File: config.mk
export PLATFORM = sky130hd
export DESIGN_NAME = mips_pipeline
export DESIGN_NICKNAME = d
export VERILOG_FILES = /design/src/rtl/mips_isa_pkg.sv /design/src/rtl/pipe_pkg.sv /design/src/rtl/reg_file.sv /design/src/rtl/instr_decode.sv /design/src/rtl/hazard_unit.sv /design/src/rtl/exec_alu.sv /design/src/rtl/mips_pipeline.sv
export SDC_FILE = /design/constraint.sdc
export NUM_CORES = 2
export LEC_CHECK = 0
export BUFFER_PORTS_ARGS = -buffer_cell sky130_fd_sc_hd__buf_4
export CORE_MARGIN = 2
export CORE_UTILIZATION = 30
export DETAILED_ROUTE_END_ITERATION = 10
export GPL_TIMING_DRIVEN = 0
export MAX_ROUTING_LAYER = met4
export PLACE_DENSITY = 0.4
export SETUP_SLACK_MARGIN = 0.5
export SLEW_MARGIN = 10
export SYNTH_ARGS = -nofsm -noshare
export SYNTH_HDL_FRONTEND = slang
export SYNTH_SLANG_ARGS = --single-unit
File: constraint.sdc
create_clock -name clk -period 7.4 [get_ports clk]
set_input_delay 0 -clock clk [delete_from_list [all_inputs] [get_ports clk]]
set_output_delay 0 -clock clk [all_outputs]
set_load 0.01 [all_outputs]
File: src/rtl/mips_isa_pkg.sv
// MIPS instruction-set definitions
// Word and register types, opcode and function codes, field positions
`default_nettype none

package mips_isa_pkg;

    typedef logic [31:0] word_t;
    typedef logic [4:0]  reg_addr_t;

    // Hard-wired zero register
    localparam reg_addr_t REG_ZERO = 5'd0;

    // Primary opcodes of the supported subset
    localparam logic [5:0] OP_RTYPE = 6'b000000;
    localparam logic [5:0] OP_ADDIU = 6'b001001;
    localparam logic [5:0] OP_ORI   = 6'b001101;
    localparam logic [5:0] OP_LUI   = 6'b001111;
    localparam logic [5:0] OP_LW    = 6'b100011;
    localparam logic [5:0] OP_SW    = 6'b101011;
    localparam logic [5:0] OP_BEQ   = 6'b000100;
    localparam logic [5:0] OP_J     = 6'b000010;

    // R-type function codes
    localparam logic [5:0] FN_ADDU = 6'b100001;
    localparam logic [5:0] FN_SUBU = 6'b100011;
    localparam logic [5:0] FN_AND  = 6'b100100;
    localparam logic [5:0] FN_OR   = 6'b100101;
    localparam logic [5:0] FN_SLT  = 6'b101010;

    // Instruction field positions
    localparam int OPCODE_MSB = 31;
    localparam int OPCODE_LSB = 26;
    localparam int RS_LSB     = 21;
    localparam int RT_LSB     = 16;
    localparam int RD_LSB     = 11;
    localparam int FUNCT_LSB  = 0;

endpackage

`default_nettype wire

File: src/rtl/pipe_pkg.sv
// Pipeline microarchitecture definitions
// Timing type, ALU codes, decoded controls, stage register structs,
// forward-select codes
`default_nettype none

package pipe_pkg;

    // Stages until a value exists, also used for stages until it is needed
    typedef logic [1:0] tnew_t;
    typedef logic [2:0] alu_op_t;

    localparam alu_op_t ALU_ADD  = 3'd0;
    localparam alu_op_t ALU_SUB  = 3'd1;
    localparam alu_op_t ALU_AND  = 3'd2;
    localparam alu_op_t ALU_OR   = 3'd3;
    localparam alu_op_t ALU_SLT  = 3'd4;
    // Result already formed in decode (lui)
    localparam alu_op_t ALU_PASS = 3'd5;

    typedef struct packed {
        alu_op_t                 alu_op;
        logic                    use_imm;
        logic                    reg_write;
        logic                    mem_read;
        logic                    mem_write;
        mips_isa_pkg::reg_addr_t dest;
    } ctrl_t;

    typedef struct packed {
        ctrl_t                   ctrl;
        mips_isa_pkg::word_t     rs_val;
        mips_isa_pkg::word_t     rt_val;
        mips_isa_pkg::reg_addr_t rs;
        mips_isa_pkg::reg_addr_t rt;
        mips_isa_pkg::word_t     imm;
        mips_isa_pkg::word_t     early_result;
        tnew_t                   tnew;
    } id_ex_t;

    typedef struct packed {
        ctrl_t                   ctrl;
        mips_isa_pkg::word_t     alu_result;
        mips_isa_pkg::word_t     store_data;
        mips_isa_pkg::reg_addr_t rt;
        tnew_t                   tnew;
    } ex_mem_t;

    typedef struct packed {
        logic                    reg_write;
        mips_isa_pkg::reg_addr_t dest;
        mips_isa_pkg::word_t     result;
    } mem_wb_t;

    // Decode operand sources
    typedef logic [1:0] fwd_id_t;
    localparam fwd_id_t FWD_ID_RF    = 2'd0;
    localparam fwd_id_t FWD_ID_IDEX  = 2'd1;
    localparam fwd_id_t FWD_ID_EXMEM = 2'd2;
    localparam fwd_id_t FWD_ID_WB    = 2'd3;

    // Execute operand sources
    typedef logic [1:0] fwd_ex_t;
    localparam fwd_ex_t FWD_EX_PIPE  = 2'd0;
    localparam fwd_ex_t FWD_EX_EXMEM = 2'd1;
    localparam fwd_ex_t FWD_EX_WB    = 2'd2;

endpackage

`default_nettype wire

File: src/rtl/reg_file.sv
// General-purpose register file
// Two read ports, one write port, register zero reads as zero
`timescale 1ns/1ps
`default_nettype none

module reg_file (
    input  logic                    clk,
    input  logic                    reset,
    input  mips_isa_pkg::reg_addr_t rs_addr,
    input  mips_isa_pkg::reg_addr_t rt_addr,
    input  mips_isa_pkg::reg_addr_t wr_addr,
    input  logic                    wr_en,
    input  mips_isa_pkg::word_t     wr_data,
    output mips_isa_pkg::word_t     rs_data,
    output mips_isa_pkg::word_t     rt_data
);
    import mips_isa_pkg::*;

    word_t regs [32];
    logic  write_hit;

    // No writes while the core is held in reset
    assign write_hit = reset && wr_en && (wr_addr != REG_ZERO);

    always_ff @(posedge clk) begin
        if (write_hit) begin
            regs[wr_addr] <= wr_data;
        end
    end

    // Write-before-read bypass for the decode stage
    always_comb begin
        rs_data = regs[rs_addr];
        rt_data = regs[rt_addr];
        if (write_hit && (wr_addr == rs_addr)) begin
            rs_data = wr_data;
        end
        if (write_hit && (wr_addr == rt_addr)) begin
            rt_data = wr_data;
        end
        if (rs_addr == REG_ZERO) begin
            rs_data = '0;
        end
        if (rt_addr == REG_ZERO) begin
            rt_data = '0;
        end
    end

endmodule

`default_nettype wire

File: src/rtl/instr_decode.sv
// Instruction decoder for the decode stage
// Controls, use and new-value times, immediates, branch compare
// and next-PC target
`timescale 1ns/1ps
`default_nettype none

module instr_decode (
    input  mips_isa_pkg::word_t     instr,
    input  mips_isa_pkg::word_t     pc_plus4,
    input  mips_isa_pkg::word_t     rs_val,
    input  mips_isa_pkg::word_t     rt_val,
    output pipe_pkg::ctrl_t         ctrl,
    output mips_isa_pkg::reg_addr_t rs_addr,
    output mips_isa_pkg::reg_addr_t rt_addr,
    output logic                    rs_used,
    output logic                    rt_used,
    output pipe_pkg::tnew_t         rs_tuse,
    output pipe_pkg::tnew_t         rt_tuse,
    output pipe_pkg::tnew_t         tnew,
    output mips_isa_pkg::word_t     imm,
    output mips_isa_pkg::word_t     early_result,
    output logic                    take_jump,
    output mips_isa_pkg::word_t     jump_target
);
    import mips_isa_pkg::*;
    import pipe_pkg::*;

    logic [5:0] opcode;
    logic [5:0] funct;
    reg_addr_t  rd_addr;
    word_t      imm_sext;
    word_t      imm_zext;
    logic       is_beq;
    logic       is_j;

    assign opcode  = instr[OPCODE_MSB:OPCODE_LSB];
    assign funct   = instr[FUNCT_LSB +: 6];
    assign rs_addr = instr[RS_LSB +: 5];
    assign rt_addr = instr[RT_LSB +: 5];
    assign rd_addr = instr[RD_LSB +: 5];

    assign imm_sext     = {{16{instr[15]}}, instr[15:0]};
    assign imm_zext     = {16'b0, instr[15:0]};
    assign early_result = {instr[15:0], 16'b0};

    always_comb begin
        ctrl    = '0;
        rs_used = 1'b0;
        rt_used = 1'b0;
        rs_tuse = 2'd0;
        rt_tuse = 2'd0;
        tnew    = 2'd0;
        imm     = imm_sext;
        is_beq  = 1'b0;
        is_j    = 1'b0;
        case (opcode)
            OP_RTYPE: begin
                rs_used        = 1'b1;
                rt_used        = 1'b1;
                rs_tuse        = 2'd1;
                rt_tuse        = 2'd1;
                tnew           = 2'd1;
                ctrl.reg_write = 1'b1;
                ctrl.dest      = rd_addr;
                case (funct)
                    FN_ADDU: ctrl.alu_op = ALU_ADD;
                    FN_SUBU: ctrl.alu_op = ALU_SUB;
                    FN_AND:  ctrl.alu_op = ALU_AND;
                    FN_OR:   ctrl.alu_op = ALU_OR;
                    FN_SLT:  ctrl.alu_op = ALU_SLT;
                    default: begin
                        // nop and unsupported functions do nothing
                        ctrl.reg_write = 1'b0;
                        rs_used        = 1'b0;
                        rt_used        = 1'b0;
                    end
                endcase
            end
            OP_ADDIU, OP_ORI: begin
                rs_used        = 1'b1;
                rs_tuse        = 2'd1;
                tnew           = 2'd1;
                ctrl.use_imm   = 1'b1;
                ctrl.reg_write = 1'b1;
                ctrl.dest      = rt_addr;
                ctrl.alu_op    = (opcode == OP_ORI) ? ALU_OR : ALU_ADD;
                imm            = (opcode == OP_ORI) ? imm_zext : imm_sext;
            end
            OP_LUI: begin
                // Value known in decode, forwardable at once
                ctrl.reg_write = 1'b1;
                ctrl.dest      = rt_addr;
                ctrl.alu_op    = ALU_PASS;
            end
            OP_LW: begin
                rs_used        = 1'b1;
                rs_tuse        = 2'd1;
                tnew           = 2'd2;
                ctrl.use_imm   = 1'b1;
                ctrl.mem_read  = 1'b1;
                ctrl.reg_write = 1'b1;
                ctrl.dest      = rt_addr;
            end
            OP_SW: begin
                // Store data only needed in the memory stage
                rs_used        = 1'b1;
                rt_used        = 1'b1;
                rs_tuse        = 2'd1;
                rt_tuse        = 2'd2;
                ctrl.use_imm   = 1'b1;
                ctrl.mem_write = 1'b1;
            end
            OP_BEQ: begin
                rs_used = 1'b1;
                rt_used = 1'b1;
                is_beq  = 1'b1;
            end
            OP_J: begin
                is_j = 1'b1;
            end
            default: begin
                is_j = 1'b0;
            end
        endcase
        // Writes to register zero are dropped here
        if (ctrl.dest == REG_ZERO) begin
            ctrl.reg_write = 1'b0;
        end
        if (!ctrl.reg_write) begin
            ctrl.dest = REG_ZERO;
        end
    end

    // Targets are relative to the delay-slot address
    assign take_jump   = is_j || (is_beq && (rs_val == rt_val));
    assign jump_target = is_j ? {pc_plus4[31:28], instr[25:0], 2'b00}
                              : pc_plus4 + (imm_sext << 2);

endmodule

`default_nettype wire

File: src/rtl/hazard_unit.sv
// Hazard detection and forward selection
// Stall from use versus new-value times, operand sources for
// decode, execute and the store data of the memory stage
`timescale 1ns/1ps
`default_nettype none

module hazard_unit (
    input  mips_isa_pkg::reg_addr_t rs_addr,
    input  mips_isa_pkg::reg_addr_t rt_addr,
    input  logic                    rs_used,
    input  logic                    rt_used,
    input  pipe_pkg::tnew_t         rs_tuse,
    input  pipe_pkg::tnew_t         rt_tuse,
    input  pipe_pkg::id_ex_t        id_ex,
    input  pipe_pkg::ex_mem_t       ex_mem,
    input  mips_isa_pkg::reg_addr_t wb_dest,
    output logic                    stall,
    output pipe_pkg::fwd_id_t       id_rs_sel,
    output pipe_pkg::fwd_id_t       id_rt_sel,
    output pipe_pkg::fwd_ex_t       ex_rs_sel,
    output pipe_pkg::fwd_ex_t       ex_rt_sel,
    output logic                    mem_rt_fwd
);
    import mips_isa_pkg::*;
    import pipe_pkg::*;

    logic rs_stall;
    logic rt_stall;

    // Register zero never matches a destination
    function automatic logic hit(input reg_addr_t src, input reg_addr_t dest);
        return (src != REG_ZERO) && (src == dest);
    endfunction

    // Needed earlier than a later stage can deliver it
    function automatic logic must_wait(input reg_addr_t src, input tnew_t tuse,
                                       input id_ex_t idx, input ex_mem_t exm);
        return (hit(src, idx.ctrl.dest) && (tuse < idx.tnew)) ||
               (hit(src, exm.ctrl.dest) && (tuse < exm.tnew));
    endfunction

    // Nearest stage with a finished value wins
    function automatic fwd_id_t pick_id(input reg_addr_t src, input id_ex_t idx,
                                        input ex_mem_t exm, input reg_addr_t wbd);
        if (hit(src, idx.ctrl.dest) && (idx.tnew == 2'd0)) begin
            return FWD_ID_IDEX;
        end else if (hit(src, exm.ctrl.dest) && (exm.tnew == 2'd0)) begin
            return FWD_ID_EXMEM;
        end else if (hit(src, wbd)) begin
            return FWD_ID_WB;
        end
        return FWD_ID_RF;
    endfunction

    function automatic fwd_ex_t pick_ex(input reg_addr_t src, input ex_mem_t exm,
                                        input reg_addr_t wbd);
        if (hit(src, exm.ctrl.dest) && (exm.tnew == 2'd0)) begin
            return FWD_EX_EXMEM;
        end else if (hit(src, wbd)) begin
            return FWD_EX_WB;
        end
        return FWD_EX_PIPE;
    endfunction

    assign rs_stall = rs_used && must_wait(rs_addr, rs_tuse, id_ex, ex_mem);
    assign rt_stall = rt_used && must_wait(rt_addr, rt_tuse, id_ex, ex_mem);
    assign stall    = rs_stall || rt_stall;

    assign id_rs_sel = pick_id(rs_addr, id_ex, ex_mem, wb_dest);
    assign id_rt_sel = pick_id(rt_addr, id_ex, ex_mem, wb_dest);
    assign ex_rs_sel = pick_ex(id_ex.rs, ex_mem, wb_dest);
    assign ex_rt_sel = pick_ex(id_ex.rt, ex_mem, wb_dest);

    // Load result reaching a store right behind it
    assign mem_rt_fwd = hit(ex_mem.rt, wb_dest);

endmodule

`default_nettype wire

File: src/rtl/exec_alu.sv
// Execute-stage ALU
// Operand select, arithmetic and logic, new-value time countdown
`timescale 1ns/1ps
`default_nettype none

module exec_alu (
    input  pipe_pkg::id_ex_t    id_ex,
    input  mips_isa_pkg::word_t rs_val,
    input  mips_isa_pkg::word_t rt_val,
    output mips_isa_pkg::word_t result,
    output pipe_pkg::tnew_t     tnew_next
);
    import mips_isa_pkg::*;
    import pipe_pkg::*;

    word_t op_b;

    assign op_b = id_ex.ctrl.use_imm ? id_ex.imm : rt_val;

    always_comb begin
        case (id_ex.ctrl.alu_op)
            ALU_ADD:  result = rs_val + op_b;
            ALU_SUB:  result = rs_val - op_b;
            ALU_AND:  result = rs_val & op_b;
            ALU_OR:   result = rs_val | op_b;
            ALU_SLT:  result = {31'b0, $signed(rs_val) < $signed(op_b)};
            ALU_PASS: result = id_ex.early_result;
            default:  result = '0;
        endcase
    end

    // One stage closer to a finished value
    assign tnew_next = (id_ex.tnew == 2'd0) ? 2'd0 : id_ex.tnew - 2'd1;

endmodule

`default_nettype wire

File: src/rtl/mips_pipeline.sv
// Five-stage pipelined MIPS core
// PC, stage registers, forward muxes, memory and write-back ports
`timescale 1ns/1ps
`default_nettype none

module mips_pipeline #(
    parameter mips_isa_pkg::word_t RESET_PC = 32'h0000_0000
) (
    input  logic                    clk,
    input  logic                    reset,
    output mips_isa_pkg::word_t     imem_addr,
    input  mips_isa_pkg::word_t     imem_data,
    output mips_isa_pkg::word_t     dmem_addr,
    output mips_isa_pkg::word_t     dmem_wdata,
    output logic                    dmem_we,
    input  mips_isa_pkg::word_t     dmem_rdata,
    output logic                    wb_valid,
    output mips_isa_pkg::reg_addr_t wb_reg,
    output mips_isa_pkg::word_t     wb_data
);
    import mips_isa_pkg::*;
    import pipe_pkg::*;

    word_t     pc;
    word_t     pc_plus4;
    word_t     if_id_instr;
    word_t     if_id_pc_plus4;

    ctrl_t     id_ctrl;
    reg_addr_t id_rs_addr;
    reg_addr_t id_rt_addr;
    logic      id_rs_used;
    logic      id_rt_used;
    tnew_t     id_rs_tuse;
    tnew_t     id_rt_tuse;
    tnew_t     id_tnew;
    word_t     id_imm;
    word_t     id_early_result;
    logic      id_take_jump;
    word_t     id_jump_target;
    word_t     rf_rs_data;
    word_t     rf_rt_data;
    word_t     id_rs_val;
    word_t     id_rt_val;

    logic      stall;
    fwd_id_t   id_rs_sel;
    fwd_id_t   id_rt_sel;
    fwd_ex_t   ex_rs_sel;
    fwd_ex_t   ex_rt_sel;
    logic      mem_rt_fwd;

    id_ex_t    id_ex;
    ex_mem_t   ex_mem;
    mem_wb_t   mem_wb;
    word_t     ex_rs_val;
    word_t     ex_rt_val;
    word_t     ex_result;
    tnew_t     ex_tnew_next;
    word_t     mem_result;
    reg_addr_t wb_dest;

    assign pc_plus4  = pc + 32'd4;
    assign imem_addr = pc;

    // Fetch holds while decode waits; the delay slot is already in flight
    always_ff @(posedge clk) begin
        if (!reset) begin
            pc             <= RESET_PC;
            if_id_instr    <= '0;
            if_id_pc_plus4 <= '0;
        end else if (!stall) begin
            pc             <= id_take_jump ? id_jump_target : pc_plus4;
            if_id_instr    <= imem_data;
            if_id_pc_plus4 <= pc_plus4;
        end
    end

    reg_file u_reg_file (
        .clk     (clk),
        .reset   (reset),
        .rs_addr (id_rs_addr),
        .rt_addr (id_rt_addr),
        .wr_addr (mem_wb.dest),
        .wr_en   (mem_wb.reg_write),
        .wr_data (mem_wb.result),
        .rs_data (rf_rs_data),
        .rt_data (rf_rt_data)
    );

    instr_decode u_decode (
        .instr        (if_id_instr),
        .pc_plus4     (if_id_pc_plus4),
        .rs_val       (id_rs_val),
        .rt_val       (id_rt_val),
        .ctrl         (id_ctrl),
        .rs_addr      (id_rs_addr),
        .rt_addr      (id_rt_addr),
        .rs_used      (id_rs_used),
        .rt_used      (id_rt_used),
        .rs_tuse      (id_rs_tuse),
        .rt_tuse      (id_rt_tuse),
        .tnew         (id_tnew),
        .imm          (id_imm),
        .early_result (id_early_result),
        .take_jump    (id_take_jump),
        .jump_target  (id_jump_target)
    );

    hazard_unit u_hazard (
        .rs_addr    (id_rs_addr),
        .rt_addr    (id_rt_addr),
        .rs_used    (id_rs_used),
        .rt_used    (id_rt_used),
        .rs_tuse    (id_rs_tuse),
        .rt_tuse    (id_rt_tuse),
        .id_ex      (id_ex),
        .ex_mem     (ex_mem),
        .wb_dest    (wb_dest),
        .stall      (stall),
        .id_rs_sel  (id_rs_sel),
        .id_rt_sel  (id_rt_sel),
        .ex_rs_sel  (ex_rs_sel),
        .ex_rt_sel  (ex_rt_sel),
        .mem_rt_fwd (mem_rt_fwd)
    );

    // Decode operands for the branch compare and ID/EX
    always_comb begin
        case (id_rs_sel)
            FWD_ID_IDEX:  id_rs_val = id_ex.early_result;
            FWD_ID_EXMEM: id_rs_val = ex_mem.alu_result;
            FWD_ID_WB:    id_rs_val = mem_wb.result;
            default:      id_rs_val = rf_rs_data;
        endcase
        case (id_rt_sel)
            FWD_ID_IDEX:  id_rt_val = id_ex.early_result;
            FWD_ID_EXMEM: id_rt_val = ex_mem.alu_result;
            FWD_ID_WB:    id_rt_val = mem_wb.result;
            default:      id_rt_val = rf_rt_data;
        endcase
    end

    // A stall leaves a bubble behind the waiting instruction
    always_ff @(posedge clk) begin
        if (!reset || stall) begin
            id_ex <= '0;
        end else begin
            id_ex <= '{ctrl: id_ctrl, rs_val: id_rs_val, rt_val: id_rt_val,
                       rs: id_rs_addr, rt: id_rt_addr, imm: id_imm,
                       early_result: id_early_result, tnew: id_tnew};
        end
    end

    always_comb begin
        case (ex_rs_sel)
            FWD_EX_EXMEM: ex_rs_val = ex_mem.alu_result;
            FWD_EX_WB:    ex_rs_val = mem_wb.result;
            default:      ex_rs_val = id_ex.rs_val;
        endcase
        case (ex_rt_sel)
            FWD_EX_EXMEM: ex_rt_val = ex_mem.alu_result;
            FWD_EX_WB:    ex_rt_val = mem_wb.result;
            default:      ex_rt_val = id_ex.rt_val;
        endcase
    end

    exec_alu u_alu (
        .id_ex     (id_ex),
        .rs_val    (ex_rs_val),
        .rt_val    (ex_rt_val),
        .result    (ex_result),
        .tnew_next (ex_tnew_next)
    );

    always_ff @(posedge clk) begin
        if (!reset) begin
            ex_mem <= '0;
        end else begin
            ex_mem <= '{ctrl: id_ex.ctrl, alu_result: ex_result, store_data: ex_rt_val,
                        rt: id_ex.rt, tnew: ex_tnew_next};
        end
    end

    // Memory stage
    assign dmem_addr  = ex_mem.alu_result;
    assign dmem_wdata = mem_rt_fwd ? mem_wb.result : ex_mem.store_data;
    assign dmem_we    = ex_mem.ctrl.mem_write;
    assign mem_result = ex_mem.ctrl.mem_read ? dmem_rdata : ex_mem.alu_result;

    always_ff @(posedge clk) begin
        if (!reset) begin
            mem_wb <= '0;
        end else begin
            mem_wb <= '{reg_write: ex_mem.ctrl.reg_write, dest: ex_mem.ctrl.dest,
                        result: mem_result};
        end
    end

    // Decode already drops writes to register zero
    assign wb_dest  = mem_wb.dest;
    assign wb_valid = mem_wb.reg_write;
    assign wb_reg   = mem_wb.dest;
    assign wb_data  = mem_wb.result;

endmodule

`default_nettype wire

# After elaboration in Yosys (flattened, before gate mapping)
# Memory sizes are Yosys's and may differ from the RTL's. A register that Yosys moved wholly into a read port is not among the register bits.
# Cells that the tools add are included.
dict set report classes {
  n_addsub 5
  n_lt_le_gt_ge 5
  n_reduce_logical 57
  n_mux 63
  n_bitwise 4
  n_eq_ne 41
}
# operator n
set op_table {}
lappend op_table {{$mux W32} 11}
lappend op_table {{$pmux W32 S3} 2}
lappend op_table {{$pmux W32 S6} 1}
lappend op_table {{$pmux W32 S2} 2}
lappend op_table {{$eq A5 B5 Y1} 13}
lappend op_table {{$add A32 B32 Y32} 2}
lappend op_table {{$eq A6 B6 Y1 const B} 7}
lappend op_table {{$add A32 B3 Y32 const B} 1}
lappend op_table {{$and A32 B32 Y32} 1}
lappend op_table {{$eq A32 B32 Y1} 1}
lappend op_table {{$lt A32 B32 Y1} 1}
lappend op_table {{$or A32 B32 Y32} 1}
lappend op_table {{$sub A32 B32 Y32} 1}
lappend op_table {{$mux W2} 15}
lappend op_table {{$reduce_bool A5 Y1} 6}
lappend op_table {{$logic_and A1 B1 Y1} 28}
lappend op_table {{$mux W1} 20}
lappend op_table {{$mux W5} 4}
lappend op_table {{$eq A6 B4 Y1 const B} 3}
lappend op_table {{$logic_not A5 Y1} 3}
lappend op_table {{$reduce_or A5 Y1} 3}
lappend op_table {{$eq A2 B2 Y1 const B} 6}
lappend op_table {{$pmux W3 S4} 1}
lappend op_table {{$pmux W5 S2} 1}
lappend op_table {{21 further kinds} 41}
dict set report totals {
  ff_bits 365
  inputBits 66
  memories 1
  ram_bits 1024
}
# name depth word_bits read_ports rd_clocked_by_memory_dff write_ports line
set mem_list {}
lappend mem_list {u_reg_file.regs 32 32 2 2 1 reg_file.sv:19} ;# word_t regs [32];

# Longest topological paths before layout
dict set report depth {
  word_depth 12
  ltp_mapped 24
  mapped_depth_nobuf 22
}

# Hierarchy
# A second synthesis with hierarchy kept.
dict set report hier_totals {
  hier_cells 5599
  area_unflattened_um2 73449.2
}
# module seq_area_each_um2 cells_per_inst area_each_um2 instances
set by_module_without_submodules {}
lappend by_module_without_submodules {reg_file 30749.5 2654 48047.3 1}
lappend by_module_without_submodules {mips_pipeline 7387.1 1512 15597.5 1}
lappend by_module_without_submodules {exec_alu 0.0 789 5387.7 1}
lappend by_module_without_submodules {instr_decode 0.0 513 3415.8 1}
lappend by_module_without_submodules {hazard_unit 0.0 131 1001.0 1}

# Worst setup path before layout
# Ideal clock, no wire load.
dict set report synth_timing {
  path_type {flip-flop to flip-flop}
  from {reg mem_wb (netlist bit wb_reg[4])}
  to {reg, netlist name dmem_addr[27]}
  t_arrival_ns 5.241
  setup_ns 0.128
  path_stages_with_launch 24
  slack_ns 2.031
  period_less_slack_ns 5.369
  cell_sequence {dfxtp_1 -> clkbuf_1 -> clkbuf_1 -> xnor2_1 -> nand4_1 -> nor3_1 -> clkbuf_1 -> mux2i_1 -> a21oi_1 -> mux2_2 -> ha_1 -> clkbuf_1 -> nor2b_1 -> o21bai_1 -> a21oi_1 -> or4_1 -> o211ai_1 -> a31oi_1 -> a211o_1 -> nor3b_1 -> a221oi_1 -> xnor2_1 -> a222oi_1 -> nor2_1}
}
dict set report synth_between {
  elab_chain_len 10
  elab_cells_between_ends 22
  classes_between {add/sub: 2; eq/ne: 6; mux: 10; bitwise: 2; reduce/logical: 2}
}
# item line
set synth_rtl {}
lappend synth_rtl {{start, declared} mips_pipeline.sv:55} ;# mem_wb_t mem_wb;
lappend synth_rtl {{start signal, assigned} mips_pipeline.sv:195} ;# mem_wb <= '{reg_write: ex_mem.ctrl.reg_write, dest: ex_mem.ctrl.dest,
lappend synth_rtl {{$eq A5 B5 Y1} hazard_unit.sv:32} ;# return (src != REG_ZERO) && (src == dest);
lappend synth_rtl {{$logic_and A1 B1 Y1} hazard_unit.sv:32}
lappend synth_rtl {{$mux W1} hazard_unit.sv:59} ;# end else if (hit(src, wbd)) begin
lappend synth_rtl {{$mux W1} hazard_unit.sv:57} ;# if (hit(src, exm.ctrl.dest) && (exm.tnew == 2'd0)) begin
lappend synth_rtl {{$mux W2} hazard_unit.sv:62} ;# return FWD_EX_PIPE;
lappend synth_rtl {{$eq A2 B2 Y1 / $eq A2 B1 Y1 (equally long branches)} mips_pipeline.sv:161} ;# case (ex_rt_sel)
lappend synth_rtl {{$pmux W32 S2} mips_pipeline.sv:161}
lappend synth_rtl {{$mux W32} exec_alu.sv:18} ;# assign op_b = id_ex.ctrl.use_imm ? id_ex.imm : rt_val;
lappend synth_rtl {{$sub A32 B32 Y32 (tied with other cells)} exec_alu.sv:23} ;# ALU_SUB: result = rs_val - op_b;
lappend synth_rtl {{$pmux W32 S6 *} exec_alu.sv:21} ;# case (id_ex.ctrl.alu_op)
# Mark *: on every way between the ends. The rest lies on a longest branch, timed or not.
# A chain may end at the register's enable or synchronous reset.

==> metrics.md <==
| Metric | Value |
|---|---|
| RSZ-0062 raised after global routing | no |
| Routed WL | around 370000 µm |
| Finished Cell Area | roughly 86000 µm² |
| CP arrival | 7.87 ns |
| Critical Path Sink Type | register |
| TritonCTS buffer count | 163 |
| Cells after Synth | roughly 5200 |
| Die area | 238000 µm² |
| First-pass GRT wire length | roughly 480000 µm |
| Root Buffer | clkbuf_16 |
| Status | finished clean |
| Slew margin rel. | 9.90% |
| CTS clk-pin slew, worst paths | approximately 0.060 ns |
| Clock Latency Late Sink | slightly below 0.9 ns |
| Max_cap viols | 0 |
| Share of cells above drive strength 1 | approximately 25% |
| Initial antenna violation count | 35 |
| CTS tree | yes |
| Slack of the critical path | roughly 0.22 ns |
| Hold endpoint | wb_data[2]$_SDFF_PN0_ |
| Fillcell total | between 20000 and 25000 |
| Via count | 54100 |
| FFs w/ async S/R, synth | 0% |
| Vias in the first global route | 51600 |
| Post-synth EDFFs | 1024 |
| Register area share after synthesis | 53.1% |
| DR iter-0 viols | 7950 |
| Final min period | 7.18 ns |
| Number of port buffers | 200 |
| Drt via density | between 5 and 6 |
| Reg-to-reg setup timing slack | approximately 0.22 ns |
| Critical Path Fanout Max | 10 |
| Avg Inst Size Synth | about 14 µm² |
| CTS Buffer Depth | 3 |
| Worst flop-to-flop path endpoint | imem_addr[4]$_SDFFE_PN0N_ |
| Fin. max-slew vios | 0 |
| Core area | 233000 µm² |
| DRC Markers | 0 |
| Final #Nets | 6012 |
| Slew @ Worst Pin | roughly 1.3 ns |
| Startpoint Class | register |
| Top flop regs | u_reg_file.regs x1024, id_ex x105, ex_mem x46 |
| Post-place instance area | roughly 80000 µm² |
| Avg WL per Cell | 40.2 µm |
| Top FF cell, synth | edfxtp_1 |
| Hold Path Cell Cnt | 4 |
| Min-delay src | dmem_rdata[2] |
| Clk_skew | between 0.07 and 0.08 ns |
| Total Power | around 0.022 W |
| Req. time, crit path | 8.08 ns |
| LEAKAGE | about 30 nW |
| Site Rows | roughly 180 |
| H-tree Lvls | 4 |
| Peak supply drop | 0.000278 V |
| Layout area overhead | 21.6% |
| Die H | about 490 µm |
| Total Routing Usage GR | between 30% and 40% |
| Setup WS pre-CTS | -0.274 ns |
| Placed wire-length estimate | 265000 µm |
| Power per standard cell area | ~260 nW/µm² |
| Largest net degree at the start of global routing | 39 |
| GRT overflow | 0 |
| Hold Crit Class | input pin to register |
| Setup-failing EPs final | 0 |
| Largest Register | u_reg_file.regs |
| Router iterations before antenna repair | 8 |
| Setup CP Type | register to register |
| Yosys Warn Count | 0 |
| Placer Congestion | about 0.97 |
| R2r worst-path depth | 15 |
| Starting Density | a little under a third |
| Yosys reg bits | roughly 1400 |
| Post CTS Setup Buffer Count | 0 |
| Final ANT Viol Nets | 0 |
| Top-Level Pins | about 200 |
| Die W | 488 µm |
| Fmax achieved | around 140 MHz |
| Final Cycle Share | 97.1% |
| Unique cell type count in the Yosys netlist | 98 |
| CTS sink count | between 1000 and 1500 |
| Max reg flops | between 1000 and 1500 |
| Post-Synthesis Cell Area | about 70000 µm² |
| Final hold viol count | 0 |
-- final cells by class --
| cell class | instances | area [µm²] | share of cell area, % |
|---|---|---|---|
| Tap cell | 3132 | 3920 | 4.58 |
| Inverter | 146 | 549 | 0.642 |
| Antenna cell | 21 | 52.6 | 0.0615 |
| Sequential cell | 1352 | 37400 | 43.7 |
| Buffer | 417 | 2250 | 2.63 |
| Timing Repair Buffer | 435 | 5260 | 6.15 |
| Multi-Input combinational cell | 3290 | 30700 | 35.9 |
| Clock buffer | 210 | 4410 | 5.16 |
| Clock inverter | 93 | 970 | 1.13 |
-- where the power goes --
part           switching [W]  internal [W]
Sequential          0.000555       0.00862
Combinational        0.00313       0.00173
Clock                0.00358       0.00463
-- repair_timing --
action | 4_1_cts | 5_1_grt
resized for setup | 28 | 13
pin swaps | 0 | 0
hold buffers | 115 | 0
hold endpoints to repair | 81 | 0
setup endpoints to repair | 53 | 14
-- critical path, cell delays in order (launching register included) --
cell       delay (ns)
dfxtp_1          0.78
clkbuf_1         0.83
clkbuf_2         0.65
clkbuf_2         0.67
o22ai_1          0.28
a31oi_1          0.98
a2bb2oi_1        0.30
nand3_1          0.15
nor4b_1          0.45
nand4_1          0.33
nor3_4           0.67
buf_4            0.34
buf_4            0.25
o31ai_1          0.08
nand3_1          0.11
o21ai_1          0.08
-- cell usage in the layout, fill, tap and decap left out, types with 115 or more instances in the layout --
| cell type | Yosys | layout |
|---|---|---|
| edfxtp_1 | 1024 | 1024 |
| mux4_2 | 490 | 490 |
| buf_4 | 94 | 304 |
| dfxtp_1 | 328 | 296 |
| nand2_1 | 287 | 287 |
| mux2i_1 | 279 | 277 |
| nor2_1 | 280 | 248 |
| a21oi_1 | 210 | 208 |
| clkbuf_1 | 187 | 196 |
| clkbuf_16 | 0 | 165 |
| o21ai_0 | 158 | 148 |
| inv_1 | 141 | 141 |
| ha_1 | 138 | 138 |
| dlygate4sd3_1 | 0 | 115 |
-- cell families (layout without fill, tap and decap cells) --
group | Yosys count | count (layout) | share of synthesized area (%)
fa+ha+maj | 141 | 141 | 2.54
simple gates | 1152 | 1152 | 8.29
xor+xnor | 147 | 147 | 1.84
flops | 1352 | 1352 | 53.1
other cells | 1 | 53 | 0.00533
mux | 829 | 829 | 20.6
buf+inv | 563 | 1301 | 3.92
compound gates | 989 | 989 | 9.70
-- cells in the mapped netlist (14+ instances only) --
library cell / number / area share (%)
a211oi_1: 50 / 0.53
a21boi_0: 39 / 0.42
a21o_1: 66 / 0.70
a21oi_1: 210 / 1.5
a221o_1: 24 / 0.34
a221oi_1: 40 / 0.50
a22o_1: 14 / 0.17
a22oi_1: 57 / 0.61
a31oi_1: 35 / 0.31
and2_1: 79 / 0.70
and3_1: 65 / 0.58
and4_1: 16 / 0.20
buf_1: 25 / 0.13
buf_2: 90 / 0.64
buf_4: 94 / 1.0
buf_6: 16 / 0.26
clkbuf_1: 187 / 1.0
dfxtp_1: 328 / 9.3
edfxtp_1: 1024 / 44
ha_1: 138 / 2.5
inv_1: 141 / 0.75
mux2_2: 60 / 0.96
mux2i_1: 279 / 4.0
mux4_2: 490 / 16
nand2_1: 287 / 1.5
nand2b_1: 29 / 0.26
nand3_1: 81 / 0.58
nand4_1: 32 / 0.28
nor2_1: 280 / 1.5
nor2b_1: 69 / 0.61
nor3_1: 73 / 0.52
nor4_1: 30 / 0.27
o211a_1: 24 / 0.34
o211ai_1: 26 / 0.28
o21a_1: 24 / 0.26
o21ai_0: 158 / 1.1
o21bai_1: 16 / 0.17
o221ai_1: 30 / 0.37
o22ai_1: 42 / 0.37
o31ai_1: 21 / 0.22
or2_2: 15 / 0.13
or3_1: 20 / 0.18
or4_1: 14 / 0.15
xnor2_1: 86 / 1.1
xor2_1: 60 / 0.75
-- per-stage QoR --
step	hold slack, ns	util, %	TNS [ns]	instances
after floorplan	0.145	-	0	5205
after global placement	0.257	32.6	-171.26	8537
after detailed placement	0.259	33.9	-5.07	8657
after CTS	0.00314	36.7	0	9075
after global routing	0.0450	36.7	0	9087
final	0.0506	36.7	0	9096
-- metal layers --
layer / part of all wire (%) / vias up / global-route usage, %
li1: - / 21600 / -
met1: 42 / 28800 / 42.1
met2: 44 / 3168 / 46.0
met3: 8.7 / 568 / 5.57
met4: 4.7 / 0 / 12.4
met5: 0 / - / -
-- how the worst max path moves through the flow --
| stage | to | slack [ns] | cells past startpoint |
|---|---|---|---|
| final | imem_addr[4]$_SDFFE_PN0N_ | 0.22 | 15 |
| after global routing | imem_addr[4]$_SDFFE_PN0N_ | 0.50 | 15 |
| after CTS | imem_addr[4]$_SDFFE_PN0N_ | 0.52 | 15 |
| after detailed placement | dmem_addr[29]$_SDFF_PN0_ | -0.27 | 22 |
| after global placement | imem_addr[25]$_SDFFE_PN0N_ | -1.45 | 14 |
| after floorplan | dmem_addr[27]$_SDFF_PN0_ | 2.03 | 23 |
Note: power is estimated with default switching activity, not from simulation.
